<file path="config.mk">
export PLATFORM = sky130hd
export DESIGN_NAME = sdram_controller
export DESIGN_NICKNAME = d
export VERILOG_FILES = /design/src/rtl/sdram_pkg.sv /design/src/rtl/sdram_ctrl_if.sv /design/src/rtl/refresh_timer.sv /design/src/rtl/sdram_cmd_gen.sv /design/src/rtl/sdram_controller.sv /design/src/rtl/sdram_data_path.sv /design/src/rtl/sdram_fsm.sv
export SDC_FILE = /design/constraint.sdc
export NUM_CORES = 1
export LEC_CHECK = 0
export ABC_AREA = 1
export BUFFER_PORTS_ARGS = -buffer_cell sky130_fd_sc_hd__buf_2
export CAP_MARGIN = 0
export CORE_ASPECT_RATIO = 1.5
export CORE_MARGIN = 1.5
export CORE_UTILIZATION = 35
export CTS_CLUSTER_SIZE = 25
export DETAILED_ROUTE_END_ITERATION = 8
export GPL_TIMING_DRIVEN = 0
export PLACE_DENSITY = 0.6
export SLEW_MARGIN = 10
export SYNTH_ARGS = -nofsm -noshare
export SYNTH_HDL_FRONTEND = slang
export SYNTH_HIERARCHICAL = 1
export SYNTH_SLANG_ARGS = --single-unit
</file>
<file path="constraint.sdc">
create_clock -name clk -period 6.8 [get_ports clk]
set_input_delay 1.36 -clock clk [delete_from_list [all_inputs] [get_ports clk]]
set_output_delay 1.36 -clock clk [all_outputs]
set_load 0.02 [all_outputs]
</file>
<file path="src/rtl/sdram_pkg.sv">
// Shared widths, timing constants and types for the SDRAM controller; imported by every RTL file
package sdram_pkg;

    localparam int DATA_W = 16;
    localparam int BANK_W = 2;
    localparam int ROW_W = 13;
    localparam int COL_W = 10;
    localparam int HOST_ADDR_W = BANK_W + ROW_W + COL_W;

    localparam int REFRESH_INTERVAL = 32;
    localparam int REFRESH_CNT_W = $clog2(REFRESH_INTERVAL + 1);
    localparam int CAS_LATENCY = 2;

    typedef enum logic [1:0] {
        OP_NONE  = 2'b00,
        OP_READ  = 2'b01,
        OP_WRITE = 2'b10
    } host_op_e;

    typedef struct packed {
        logic [BANK_W-1:0] bank;
        logic [ROW_W-1:0]  row;
        logic [COL_W-1:0]  col;
    } host_addr_t;

    // {RAS_N, CAS_N, WE_N}
    typedef enum logic [2:0] {
        CMD_NOP       = 3'b111,
        CMD_ACTIVE    = 3'b011,
        CMD_READ      = 3'b101,
        CMD_WRITE     = 3'b100,
        CMD_PRECHARGE = 3'b010,
        CMD_REFRESH   = 3'b001,
        CMD_LOAD_MODE = 3'b000
    } sdram_cmd_e;

    typedef enum logic [23:0] {
        ST_RESET          = 24'h000001,
        ST_INIT_NOP0      = 24'h000002,
        ST_INIT_PRECHARGE = 24'h000004,
        ST_INIT_REF0      = 24'h000008,
        ST_INIT_NOP1      = 24'h000010,
        ST_INIT_REF1      = 24'h000020,
        ST_INIT_NOP2      = 24'h000040,
        ST_INIT_LOAD      = 24'h000080,
        ST_INIT_NOP3      = 24'h000100,
        ST_RD_NOP         = 24'h000200,
        ST_RD_ACTIVE      = 24'h000400,
        ST_RD_CMD         = 24'h000800,
        ST_RD_WAIT        = 24'h001000,
        ST_RD_DATA        = 24'h002000,
        ST_WR_NOP         = 24'h004000,
        ST_WR_ACTIVE      = 24'h008000,
        ST_WR_CMD         = 24'h010000,
        ST_WR_WAIT        = 24'h020000,
        ST_REF_NOP0       = 24'h040000,
        ST_REF_AUTO       = 24'h080000,
        ST_REF_NOP1       = 24'h100000,
        ST_REF_NOP2       = 24'h200000,
        ST_REF_NOP3       = 24'h400000,
        ST_IDLE           = 24'h800000
    } ctrl_state_e;

    typedef struct packed {
        logic [1:0]       unused;
        logic             a10;
        logic [COL_W-1:0] col;
    } sdram_col_cmd_t;

    typedef struct packed {
        logic [2:0] reserved;
        logic       write_burst;
        logic [1:0] op_mode;
        logic [2:0] cas_latency;
        logic       burst_type;
        logic [2:0] burst_len;
    } sdram_mode_t;

    // One address bus, read three ways depending on the command
    typedef union packed {
        logic [ROW_W-1:0] row;
        sdram_col_cmd_t   col_cmd;
        sdram_mode_t      mode;
    } sdram_addr_u;

    // Burst of 1, interleaved, single-location writes
    localparam sdram_mode_t MODE_WORD = '{
        reserved:    3'b000,
        write_burst: 1'b1,
        op_mode:     2'b00,
        cas_latency: 3'(CAS_LATENCY),
        burst_type:  1'b1,
        burst_len:   3'b000
    };

endpackage

</file>
<file path="src/rtl/sdram_ctrl_if.sv">
// Control signals shared between the FSM, refresh timer, command generator and data path
interface sdram_ctrl_if import sdram_pkg::*; ();

    ctrl_state_e state;
    logic        accept;
    logic        refresh_due;
    host_addr_t  req_addr;

    modport fsm (output state, output accept, input refresh_due);

    modport timer (input state, output refresh_due);

    modport cmd (input state, input req_addr);

    modport data (input state, input accept, output req_addr);

endinterface

</file>
<file path="src/rtl/refresh_timer.sv">
// Counts consecutive idle cycles and flags when an auto refresh is due
module refresh_timer import sdram_pkg::*; (
    input  logic       clk,
    input  logic       rst,
    sdram_ctrl_if.timer ctrl
);

    logic [REFRESH_CNT_W-1:0] count;

    always_ff @(posedge clk) begin
        if (rst) begin
            count <= REFRESH_CNT_W'(REFRESH_INTERVAL);
        end else if (ctrl.state != ST_IDLE) begin
            count <= REFRESH_CNT_W'(REFRESH_INTERVAL);
        end else if (count != '0) begin
            count <= count - 1'b1;
        end
    end

    assign ctrl.refresh_due = (count == '0);

endmodule

</file>
<file path="src/rtl/sdram_cmd_gen.sv">
// Decodes the controller state into SDRAM command pins, bank, address and byte mask
module sdram_cmd_gen import sdram_pkg::*; (
    sdram_ctrl_if.cmd          ctrl,
    output logic               dram_ras_n,
    output logic               dram_cas_n,
    output logic               dram_we_n,
    output logic [BANK_W-1:0]  dram_ba,
    output logic [ROW_W-1:0]   dram_addr,
    output logic               dram_dqm
);

    sdram_cmd_e  dram_cmd;
    sdram_addr_u addr_u;

    always_comb begin
        dram_cmd = CMD_NOP;
        dram_ba = '0;
        addr_u = '0;
        case (ctrl.state)
            ST_INIT_PRECHARGE: begin
                dram_cmd = CMD_PRECHARGE;
                addr_u.col_cmd.a10 = 1'b1;
            end
            ST_INIT_REF0, ST_INIT_REF1, ST_REF_AUTO: begin
                dram_cmd = CMD_REFRESH;
            end
            ST_INIT_LOAD: begin
                dram_cmd = CMD_LOAD_MODE;
                addr_u.mode = MODE_WORD;
            end
            ST_RD_ACTIVE, ST_WR_ACTIVE: begin
                dram_cmd = CMD_ACTIVE;
                dram_ba = ctrl.req_addr.bank;
                addr_u.row = ctrl.req_addr.row;
            end
            ST_RD_CMD, ST_WR_CMD: begin
                dram_cmd = (ctrl.state == ST_RD_CMD) ? CMD_READ : CMD_WRITE;
                dram_ba = ctrl.req_addr.bank;
                // Auto precharge closes the row after the access
                addr_u.col_cmd.a10 = 1'b1;
                addr_u.col_cmd.col = ctrl.req_addr.col;
            end
            default: begin
                dram_cmd = CMD_NOP;
            end
        endcase
    end

    assign {dram_ras_n, dram_cas_n, dram_we_n} = dram_cmd;
    assign dram_addr = addr_u;

    assign dram_dqm = !(ctrl.state inside {ST_RD_NOP, ST_RD_ACTIVE, ST_RD_CMD, ST_RD_WAIT,
        ST_RD_DATA, ST_WR_NOP, ST_WR_ACTIVE, ST_WR_CMD, ST_WR_WAIT});

endmodule

</file>
<file path="src/rtl/sdram_controller.sv">
// Single-port SDRAM controller top level; connects host strobes to the SDRAM pins
module sdram_controller import sdram_pkg::*; (
    input  logic              clk,
    input  logic              rst,
    input  logic              ready,
    input  host_op_e          cmd,
    input  host_addr_t        addr,
    input  logic [DATA_W-1:0] wr_data,
    input  logic [DATA_W-1:0] dram_dq_in,
    output logic [DATA_W-1:0] rd_data,
    output logic              valid,
    output logic              dram_ras_n,
    output logic              dram_cas_n,
    output logic              dram_we_n,
    output logic [BANK_W-1:0] dram_ba,
    output logic [ROW_W-1:0]  dram_addr,
    output logic              dram_dqm,
    output logic [DATA_W-1:0] dram_dq_out,
    output logic              dram_dq_oe
);

    sdram_ctrl_if ctrl ();

    sdram_fsm u_fsm (
        .clk   (clk),
        .rst   (rst),
        .ready (ready),
        .cmd   (cmd),
        .valid (valid),
        .ctrl  (ctrl.fsm)
    );

    refresh_timer u_refresh_timer (
        .clk  (clk),
        .rst  (rst),
        .ctrl (ctrl.timer)
    );

    sdram_cmd_gen u_cmd_gen (
        .ctrl       (ctrl.cmd),
        .dram_ras_n (dram_ras_n),
        .dram_cas_n (dram_cas_n),
        .dram_we_n  (dram_we_n),
        .dram_ba    (dram_ba),
        .dram_addr  (dram_addr),
        .dram_dqm   (dram_dqm)
    );

    sdram_data_path u_data_path (
        .clk         (clk),
        .rst         (rst),
        .addr        (addr),
        .wr_data     (wr_data),
        .dram_dq_in  (dram_dq_in),
        .rd_data     (rd_data),
        .dram_dq_out (dram_dq_out),
        .dram_dq_oe  (dram_dq_oe),
        .ctrl        (ctrl.data)
    );

endmodule

</file>
<file path="src/rtl/sdram_data_path.sv">
// Captures host requests, drives write data to the SDRAM and latches read data
module sdram_data_path import sdram_pkg::*; (
    input  logic              clk,
    input  logic              rst,
    input  host_addr_t        addr,
    input  logic [DATA_W-1:0] wr_data,
    input  logic [DATA_W-1:0] dram_dq_in,
    output logic [DATA_W-1:0] rd_data,
    output logic [DATA_W-1:0] dram_dq_out,
    output logic              dram_dq_oe,
    sdram_ctrl_if.data        ctrl
);

    host_addr_t        req_addr_q;
    logic [DATA_W-1:0] wr_word;

    always_ff @(posedge clk) begin
        if (ctrl.accept) begin
            req_addr_q <= addr;
            wr_word <= wr_data;
        end
        // Data arrives CAS_LATENCY cycles after the READ command
        if (ctrl.state == ST_RD_DATA) begin
            rd_data <= dram_dq_in;
        end
    end

    // Registered enable lines up with the WRITE command cycle
    always_ff @(posedge clk) begin
        if (rst) begin
            dram_dq_oe <= 1'b0;
        end else begin
            dram_dq_oe <= (ctrl.state == ST_WR_ACTIVE);
        end
    end

    assign dram_dq_out = wr_word;
    assign ctrl.req_addr = req_addr_q;

endmodule

</file>
<file path="src/rtl/sdram_fsm.sv">
// Controller sequencer for power-up, read, write and refresh, with the host valid pulse
module sdram_fsm import sdram_pkg::*; (
    input  logic         clk,
    input  logic         rst,
    input  logic         ready,
    input  host_op_e     cmd,
    output logic         valid,
    sdram_ctrl_if.fsm    ctrl
);

    ctrl_state_e state_q;
    ctrl_state_e state_d;
    logic        req_read;
    logic        req_write;

    assign req_read = ready && (cmd == OP_READ);
    assign req_write = ready && (cmd == OP_WRITE);

    // Requests are only taken from idle
    assign ctrl.accept = (state_q == ST_IDLE) && (req_read || req_write);
    assign ctrl.state = state_q;

    always_comb begin
        case (state_q)
            ST_RESET:          state_d = ST_INIT_NOP0;
            ST_INIT_NOP0:      state_d = ST_INIT_PRECHARGE;
            ST_INIT_PRECHARGE: state_d = ST_INIT_REF0;
            ST_INIT_REF0:      state_d = ST_INIT_NOP1;
            ST_INIT_NOP1:      state_d = ST_INIT_REF1;
            ST_INIT_REF1:      state_d = ST_INIT_NOP2;
            ST_INIT_NOP2:      state_d = ST_INIT_LOAD;
            ST_INIT_LOAD:      state_d = ST_INIT_NOP3;
            ST_INIT_NOP3:      state_d = ST_IDLE;

            ST_RD_NOP:         state_d = ST_RD_ACTIVE;
            ST_RD_ACTIVE:      state_d = ST_RD_CMD;
            ST_RD_CMD:         state_d = ST_RD_WAIT;
            ST_RD_WAIT:        state_d = ST_RD_DATA;
            ST_RD_DATA:        state_d = ST_IDLE;

            ST_WR_NOP:         state_d = ST_WR_ACTIVE;
            ST_WR_ACTIVE:      state_d = ST_WR_CMD;
            ST_WR_CMD:         state_d = ST_WR_WAIT;
            ST_WR_WAIT:        state_d = ST_IDLE;

            ST_REF_NOP0:       state_d = ST_REF_AUTO;
            ST_REF_AUTO:       state_d = ST_REF_NOP1;
            ST_REF_NOP1:       state_d = ST_REF_NOP2;
            ST_REF_NOP2:       state_d = ST_REF_NOP3;
            ST_REF_NOP3:       state_d = ST_IDLE;

            // Host request beats a due refresh
            ST_IDLE: begin
                if (req_read) begin
                    state_d = ST_RD_NOP;
                end else if (req_write) begin
                    state_d = ST_WR_NOP;
                end else if (ctrl.refresh_due) begin
                    state_d = ST_REF_NOP0;
                end else begin
                    state_d = ST_IDLE;
                end
            end

            default:           state_d = ST_RESET;
        endcase
    end

    always_ff @(posedge clk) begin
        if (rst) begin
            state_q <= ST_RESET;
            valid <= 1'b0;
        end else begin
            state_q <= state_d;
            // One cycle after the last state of each sequence
            valid <= (state_q == ST_INIT_NOP3) || (state_q == ST_RD_DATA)
                || (state_q == ST_WR_WAIT);
        end
    end

endmodule

</file>
==> flow_summary.toml, run 1 <==
[run_status]
outcome = "finished clean"

[sta]
timing_max_transition_violations_final = 0
post-route-period-util_pct = 50.9
finalSetupTns_ps = 0
finalHoldWorstSlack_ps = 482
layout_min_cycle_time_ps = 3460
final-setup-viol-count = 0
fmaxAchievable_mhz = 289
worst_slack_ps = 3340
grt_setup_unrepaired = "no"
worst_pin_slew_ps = 728
final_clock_skew_ps = 6.13
final_hold_violations = 0
slew-limit-headroom_pct = 51.4

[drt]
postRouteAntennaNets = 0
total_length_of_routed_wires_mm = 10.1
drc = 0
post_drt_via_cell_ratio = 4.66
drt_first_pass_iters = 4
per_cell_routed_wire_length_um = 12.6
drt-initial-drc-count = 150
vias = 3738

[floorplanning]
initial_core_util_pct = 35.8
ioPinCount = 115
design.die.area_um2 = 13400
floorplan.rows = 50
design.core.area_um2 = 12400
chipWidth_um = 95.1
die_y_um = 141

[cts]
cts_buffer_depth = 2
post_cts.repair.setup_buffers = 0
cts.sink_count = 89
cts_made_buffers = 9
cts_tree = "done"
deepest_level_of_the_cts_h_tree = 3
insertion_delay_ps = 340
cts-resized-gates = 0
ctsHoldBuffers = 0
cts.reportedPaths.clkPinSlew_ps = 70
clk_root_buffer_cell = "sky130_fd_sc_hd__clkbuf_16"

[global_route]
gr-usage-all-layers_pct = 15.3
met2_usage_pct = 28.1
grtUsageMet3_pct = 3.18
globalRoute.busiestLayer = "met2"
grtUsageMet1_pct = 16.8
first_global_vias = 3522
grt-ovfl-total = 0
grt_antenna_before_repair = 0
grt_pass1_wl_mm = 15.8
grt_max_degree = 40

[placed_design]
post-place-cells = 786
post-dp-hpwl_mm = 7.75
globalplace.congestion = 0.772
preCtsSetupSlack_ps = 3730
io_buffer_count = 114

[logic_synthesis]
ys_ff_latch = 89
yosysUniqueCellTypes = 32
synthesis.area_per_instance_um2 = 8.65
synth-seq-area-share_pct = 52.8
synth.yosys.warnings = 6
syn_area_um2 = 4450
synth_cells = 515
synth_fp_nets = 578

[cells_and_area]
drive_gt1_share_pct = 32.4
syn_to_final_growth_pct = 24.6
antenna_diode_count = 0
stdcell_count = 802
design.final.nets = 704

[power]
totalPowerFinal_mw = 1.17
powerDensity_nw_per_um2 = 211
ir_worst_vdd_mv = 0.143
power.leakage_nw = 2.44

[worst_hold_path]
min_delay_worst_endpoint = "u_refresh_timer/count[5]$_SDFFE_PP1N_"
hold-path-cell-count = 2
hold_path.class = "reg -> reg"
hold_path_startpoint = "u_refresh_timer/count[5]$_SDFFE_PP1N_"

[setup_path]
worstPathMaxFanout = 10
r2r_slack_ps = 4620
r2r_start = "u_fsm/ctrl.state[2]$_SDFF_PP0_"
r2r_depth = 8
crit_required_ps = 5440
end_kind = "output pin"
setup.worst_path.start_class = "flop"
arr_time_crit_path_ps = 2100
worstSetupPathType = "reg -> out"
r2r_end = "u_data_path/ctrl.req_addr[11]$_DFFE_PP_"

[flow_run]
drv_cap = 0
==> cell usage after synthesis <==
cell type	number	area, um^2
sky130_fd_sc_hd__nor2_4	4	45.0
sky130_fd_sc_hd__buf_6	6	67.6
sky130_fd_sc_hd__nand2_4	5	56.3
sky130_fd_sc_hd__nand2_2	10	62.6
sky130_fd_sc_hd__inv_1	62	233
sky130_fd_sc_hd__a21oi_1	6	30.0
sky130_fd_sc_hd__a21oi_2	1	8.76
sky130_fd_sc_hd__nor4_1	2	12.5
sky130_fd_sc_hd__nor3_1	5	25.0
sky130_fd_sc_hd__inv_4	1	6.26
sky130_fd_sc_hd__nand4_2	1	12.5
sky130_fd_sc_hd__xnor2_1	2	17.5
sky130_fd_sc_hd__nor2_1	105	394
sky130_fd_sc_hd__nand3_1	41	205
sky130_fd_sc_hd__and2_0	1	6.26
sky130_fd_sc_hd__o21bai_1	1	7.51
sky130_fd_sc_hd__nor3_4	1	16.3
sky130_fd_sc_hd__o21ai_0	3	15.0
sky130_fd_sc_hd__nand3_2	4	40.0
sky130_fd_sc_hd__nand3b_1	3	22.5
sky130_fd_sc_hd__a31oi_1	1	6.26
sky130_fd_sc_hd__nor2_8	4	80.1
sky130_fd_sc_hd__o21ai_1	1	5.00
sky130_fd_sc_hd__ha_1	1	12.5
sky130_fd_sc_hd__nand4_1	14	87.6
sky130_fd_sc_hd__inv_2	2	7.51
sky130_fd_sc_hd__nor2_2	37	231
sky130_fd_sc_hd__or2_1	1	6.26
sky130_fd_sc_hd__or2_2	1	6.26
sky130_fd_sc_hd__edfxtp_1	57	1710
sky130_fd_sc_hd__dfxtp_1	32	641
sky130_fd_sc_hd__nand2_1	100	375
==> critical path: stages (launching register included) <==
cell	delay, ps
sky130_fd_sc_hd__dfxtp_1	430
sky130_fd_sc_hd__nor2_1	210
sky130_fd_sc_hd__nand2_1	70
sky130_fd_sc_hd__nor2_1	190
sky130_fd_sc_hd__nand4_1	230
sky130_fd_sc_hd__nand2_2	150
sky130_fd_sc_hd__buf_6	150
sky130_fd_sc_hd__nand2_4	50
sky130_fd_sc_hd__a21oi_2	100
sky130_fd_sc_hd__buf_2	170
==> layer usage <==
| layer | vias up | share of wire (%) |
|---|---|---|
| li1 | 1911 | - |
| met1 | 1710 | 41 |
| met2 | 103 | 52 |
| met3 | 14 | 5.1 |
| met4 | 0 | 1.7 |
| met5 | - | 0 |
==> power by group <==
group	total, mW	switching [mW]	internal [mW]	leakage, nW
registers	0.580	0.00485	0.576	0.770
logic	0.0798	0.0476	0.0322	1.53
clock network	0.509	0.221	0.289	0.142
total	1.17	0.273	0.897	2.44
==> through the flow <==
step,util [%],cell area [um^2]
2_1_floorplan,-,4450
3_3_place_gp,41.9,5220
3_5_place_dp,42.1,5240
4_1_cts,44.5,5550
5_1_grt,44.6,5550
6_report,44.6,5550
==> placed cells by master, fill, tap and decap left out, types with 2 or more instances in the layout <==
cell type,n
sky130_fd_sc_hd__dfxtp_1,32
sky130_fd_sc_hd__clkbuf_16,9
sky130_fd_sc_hd__nor2_8,4
sky130_fd_sc_hd__nand2_4,5
sky130_fd_sc_hd__buf_2,114
sky130_fd_sc_hd__nand3b_1,3
sky130_fd_sc_hd__nand2_2,11
sky130_fd_sc_hd__o21ai_0,3
sky130_fd_sc_hd__xnor2_1,2
sky130_fd_sc_hd__nand3_1,41
sky130_fd_sc_hd__nand3_2,4
sky130_fd_sc_hd__clkinvlp_4,2
sky130_fd_sc_hd__nor2_4,4
sky130_fd_sc_hd__inv_1,62
sky130_fd_sc_hd__nor4_1,2
sky130_fd_sc_hd__nand4_1,14
sky130_fd_sc_hd__inv_2,2
sky130_fd_sc_hd__nor2_1,104
sky130_fd_sc_hd__buf_6,6
sky130_fd_sc_hd__a21oi_1,6
sky130_fd_sc_hd__edfxtp_1,57
sky130_fd_sc_hd__nand2_1,99
sky130_fd_sc_hd__inv_6,2
sky130_fd_sc_hd__nor3_1,5
sky130_fd_sc_hd__nor2_2,38
==> state kept, by name (all words and copies together) (netlist names) <==
register                   cells
u_fsm/ctrl.state              24
u_data_path/ctrl.req_addr     25
u_refresh_timer/count          6
u_data_path/dram_dq_oe         1
u_data_path/rd_data           16
u_data_path/dram_dq_out       16
u_fsm/valid                    1
==> final cells by class <==
type / instances / area, um^2
Fill cell: 1207 / 6900
Inverter: 65 / 246
Sequential cell: 89 / 2350
Tap cell: 156 / 195
Timing Repair Buffer: 115 / 591
Multi-Input combinational cell: 355 / 1790
Clock buffer: 9 / 225
Clock inverter: 7 / 77.6
Buffer: 6 / 67.6
==> how the worst max path moves through the flow <==
stage | startpoint | endpoint | slack (ps) | cells past startpoint
floorplan | cmd[0] | u_data_path/ctrl.req_addr[0]$_DFFE_PP_ | 3870 | 4
global placement | cmd[0] | u_data_path/ctrl.req_addr[21]$_DFFE_PP_ | 3370 | 5
detailed placement | u_fsm/ctrl.state[14]$_SDFF_PP0_ | dram_addr[2] | 3730 | 9
CTS | u_fsm/ctrl.state[14]$_SDFF_PP0_ | dram_addr[2] | 3350 | 9
global route | u_fsm/ctrl.state[14]$_SDFF_PP0_ | dram_addr[8] | 3210 | 10
finish | u_fsm/ctrl.state[14]$_SDFF_PP0_ | dram_addr[2] | 3340 | 9
==> logic make-up (layout without fill, tap and decap cells) <==
family                   count (synthesis)  in the layout  share of synthesized area, %
AO/OA/AOI/OAI                           13             13                          1.63
XOR/XNOR                                 2              2                         0.393
adder cells (fa/ha/maj)                  1              1                         0.281
buffers and inverters                   71            202                          7.05
flip-flops                              89             89                          52.8
AND/OR/NAND/NOR                        339            339                          37.8
(Power assumes the default switching activity.)
==> run 2: changes to the inputs <==
--- a/config.mk
+++ b/config.mk
@@ -5,7 +5,7 @@
 export SDC_FILE = /design/constraint.sdc
 export NUM_CORES = 1
 export LEC_CHECK = 0
-export ABC_AREA = 1
+export ABC_AREA = 0
 export BUFFER_PORTS_ARGS = -buffer_cell sky130_fd_sc_hd__buf_2
 export CAP_MARGIN = 0
 export CORE_ASPECT_RATIO = 1.5
@@ -14,7 +14,7 @@
 export CTS_CLUSTER_SIZE = 25
 export DETAILED_ROUTE_END_ITERATION = 8
 export GPL_TIMING_DRIVEN = 0
-export PLACE_DENSITY = 0.6
+export PLACE_DENSITY = 0.63
 export SLEW_MARGIN = 10
 export SYNTH_ARGS = -nofsm -noshare
 export SYNTH_HDL_FRONTEND = slang
==> constraint.sdc (replaced) <==
create_clock -name clk -period 2.9 [get_ports clk]
set_input_delay 0.58 -clock clk [delete_from_list [all_inputs] [get_ports clk]]
set_output_delay 0.58 -clock clk [all_outputs]
set_load 0.02 [all_outputs]
==> run 2 against run 1 <==
Compared with the run above:
- setup slack worse by 3300 ps
- highest routed layer unchanged
- first-iteration DRC count is 17% higher
- register-to-register slack worse by 4400 ps
- critical path type unchanged
==> flow_summary.toml, run 2 <==
[run_status]
outcome = "finished clean"

[cts]
cts_tree = "done"
clk_root_buffer_cell = "sky130_fd_sc_hd__clkbuf_16"
cts_buffer_depth = 2
deepest_level_of_the_cts_h_tree = 3
insertion_delay_ps = 340
cts.reportedPaths.clkPinSlew_ps = 60
cts_made_buffers = 9
cts.sink_count = 89

[drt]
drt_first_pass_iters = 4
postRouteAntennaNets = 0
drc = 0
drt-initial-drc-count = 175
per_cell_routed_wire_length_um = 15.6
post_drt_via_cell_ratio = 5.18
total_length_of_routed_wires_mm = 9.80
vias = 3245

[logic_synthesis]
synthMostInstantiatedCell = "sky130_fd_sc_hd__edfxtp_1"
synth_fp_nets = 384
synth.area.top_cells = "sky130_fd_sc_hd__edfxtp_1 (43%), sky130_fd_sc_hd__dfxtp_1 (16%), sky130_fd_sc_hd__nor4_1 (2.7%)"
synth_enable_flop_cells = 57
synthArstFlopShare_pct = 0
synth-seq-area-share_pct = 59.3
ys_top_cells_by_count = "sky130_fd_sc_hd__edfxtp_1 (57), sky130_fd_sc_hd__dfxtp_1 (32), sky130_fd_sc_hd__nor2_1 (25)"
ys_ff_latch = 89
synth.largest_area_cell = "sky130_fd_sc_hd__edfxtp_1"
synthesis.area_per_instance_um2 = 12.4
synth_cells = 321
yosysUniqueCellTypes = 61
postSynth.topFlopCell = "sky130_fd_sc_hd__edfxtp_1"
syn_area_um2 = 3970
synth.top_cell.area_share_pct = 43.2
synth.yosys.warnings = 6

[sta]
slew-limit-headroom_pct = 57.8
post-route-period-util_pct = 98.3
final-setup-viol-count = 0
layout_min_cycle_time_ps = 2850
timing_max_transition_violations_final = 0
final_hold_violations = 0
worst_slack_ps = 50.0
worst_pin_slew_ps = 617
finalHoldWorstSlack_ps = 413
final_clock_skew_ps = 8.20
fmaxAchievable_mhz = 351
grt_setup_unrepaired = "yes"
finalSetupTns_ps = 0

[floorplanning]
design.die.area_um2 = 12000
design.core.area_um2 = 11100
chipWidth_um = 89.9
ioPinCount = 115
floorplan.rows = 47
die_y_um = 133
initial_core_util_pct = 35.9

[placed_design]
preCtsSetupSlack_ps = 87.5
io_buffer_count = 114
post-place-cells = 585
globalplace.congestion = 0.876
post-dp-hpwl_mm = 6.77
dpl_cell_area_um2 = 4790

[flow_run]
drv_cap = 0

[cells_and_area]
final_cell_mix = "sky130_fd_sc_hd__buf_2 (110), sky130_fd_sc_hd__edfxtp_1 (57), sky130_fd_sc_hd__buf_4 (27)"
design.final.nets = 537
fillers = 1028
layout_commonest_cell = "sky130_fd_sc_hd__buf_2"
largest_register_ff_count = 25
syn_to_final_growth_pct = 36.5
drive_gt1_share_pct = 43.8
antenna_diode_count = 0
stdcell_count = 626
final_design_area_no_fill_um2 = 5410

[global_route]
grt_pass1_wl_mm = 15.0
grt-ovfl-total = 0
gr-usage-all-layers_pct = 16.0
grt_antenna_before_repair = 0
first_global_vias = 3020
grt_max_degree = 21

[power]
power.leakage_nw = 2.16
powerDensity_nw_per_um2 = 505
ir_worst_vdd_mv = 0.253

[setup_path]
crit_required_ps = 2320
arr_time_crit_path_ps = 2270
worstSetupPathType = "reg -> out"
end_kind = "output pin"
setup.worst_path.start_class = "flop"
worstPathMaxFanout = 10

[worst_hold_path]
hold_path.class = "in -> reg"
-- run 2: cell count changes after synthesis, sizes merged, moves of 14 or more --
cell   delta
nor3     +16
nand2   -102
nand3    -36
nor4     +24
inv      -57
nor2    -124
nor3b    +14
-- run 2: what timing repair did --
action,CTS,global route
pin swaps,5,11
hold buffers,0,0
resized for setup,20,28
gates cloned,1,0
setup buffers,6,18
setup endpoints to repair,15,14
hold endpoints to repair,0,0
-- run 2: power by group --
part           switching (mW)  total, mW  internal [mW]
sequential             0.0169       1.36           1.35
clock                   0.433       1.19          0.755
combinational          0.0961      0.185         0.0891
-- run 2: path summary, 6_finish.rpt --
check                                                      from                                       to  slack, ps  cells past startpoint
worst max-delay path            u_fsm/ctrl.state[18]$_SDFF_PP0_                               dram_cas_n         50                      8
worst min-delay path                                    addr[0]   u_data_path/ctrl.req_addr[0]$_DFFE_PP_        410                      1
worst max register to register  u_fsm/ctrl.state[12]$_SDFF_PP0_  u_data_path/ctrl.req_addr[10]$_DFFE_PP_        220                      6
worst min register to register  u_fsm/ctrl.state[19]$_SDFF_PP0_          u_fsm/ctrl.state[19]$_SDFF_PP0_        450                      1
-- run 2: layer usage --
| layer | wire [um] | global-route usage (%) | vias up |
|---|---|---|---|
| met3 | 418 | 2.97 | 23 |
| met5 | 0 | 0 | - |
| li1 | - | - | 1579 |
| met4 | 310 | 8.11 | 0 |
| met2 | 5290 | 28.7 | 114 |
| met1 | 3780 | 18.0 | 1529 |
-- run 2: cell type report --
type / count / area, um^2 / share of cell area, %
Buffer: 5 / 36.3 / 0.670
Tap cell: 147 / 184 / 3.40
Clock inverter: 3 / 67.6 / 1.25
Multi-Input combinational cell: 219 / 1620 / 30.0
Timing Repair Buffer: 142 / 836 / 15.4
Inverter: 8 / 30.0 / 0.555
Sequential cell: 89 / 2400 / 44.3
Clock buffer: 13 / 240 / 4.44
-- run 2: cell families (layout without fill, tap and decap cells) --
family	count (synthesis)	after routing	synth area share [%]
simple gates	160	160	28.0
mux	1	1	0.252
xor+xnor	12	12	2.65
compound gates	45	45	7.95
fa+ha+maj	1	1	0.315
flops	89	89	59.3
buf+inv	13	171	1.51
-- run 2: critical path, cell delays in order, from the launching register on --
cell	delay, ps
sky130_fd_sc_hd__dfxtp_4	390
sky130_fd_sc_hd__nor4_4	330
sky130_fd_sc_hd__buf_4	190
sky130_fd_sc_hd__buf_4	110
sky130_fd_sc_hd__nand4_1	130
sky130_fd_sc_hd__a21oi_2	190
sky130_fd_sc_hd__a2111oi_1	90
sky130_fd_sc_hd__or3_1	350
sky130_fd_sc_hd__buf_2	170
-- run 2: through the flow --
| stage | power [mW] | utilization, % |
|---|---|---|
| after floorplan | 1.49 | - |
| after global placement | 1.55 | 42.8 |
| after detailed placement | 1.56 | 43.4 |
| after CTS | 2.75 | 47.0 |
| after global routing | 2.84 | 49.0 |
| final | 2.74 | 49.0 |
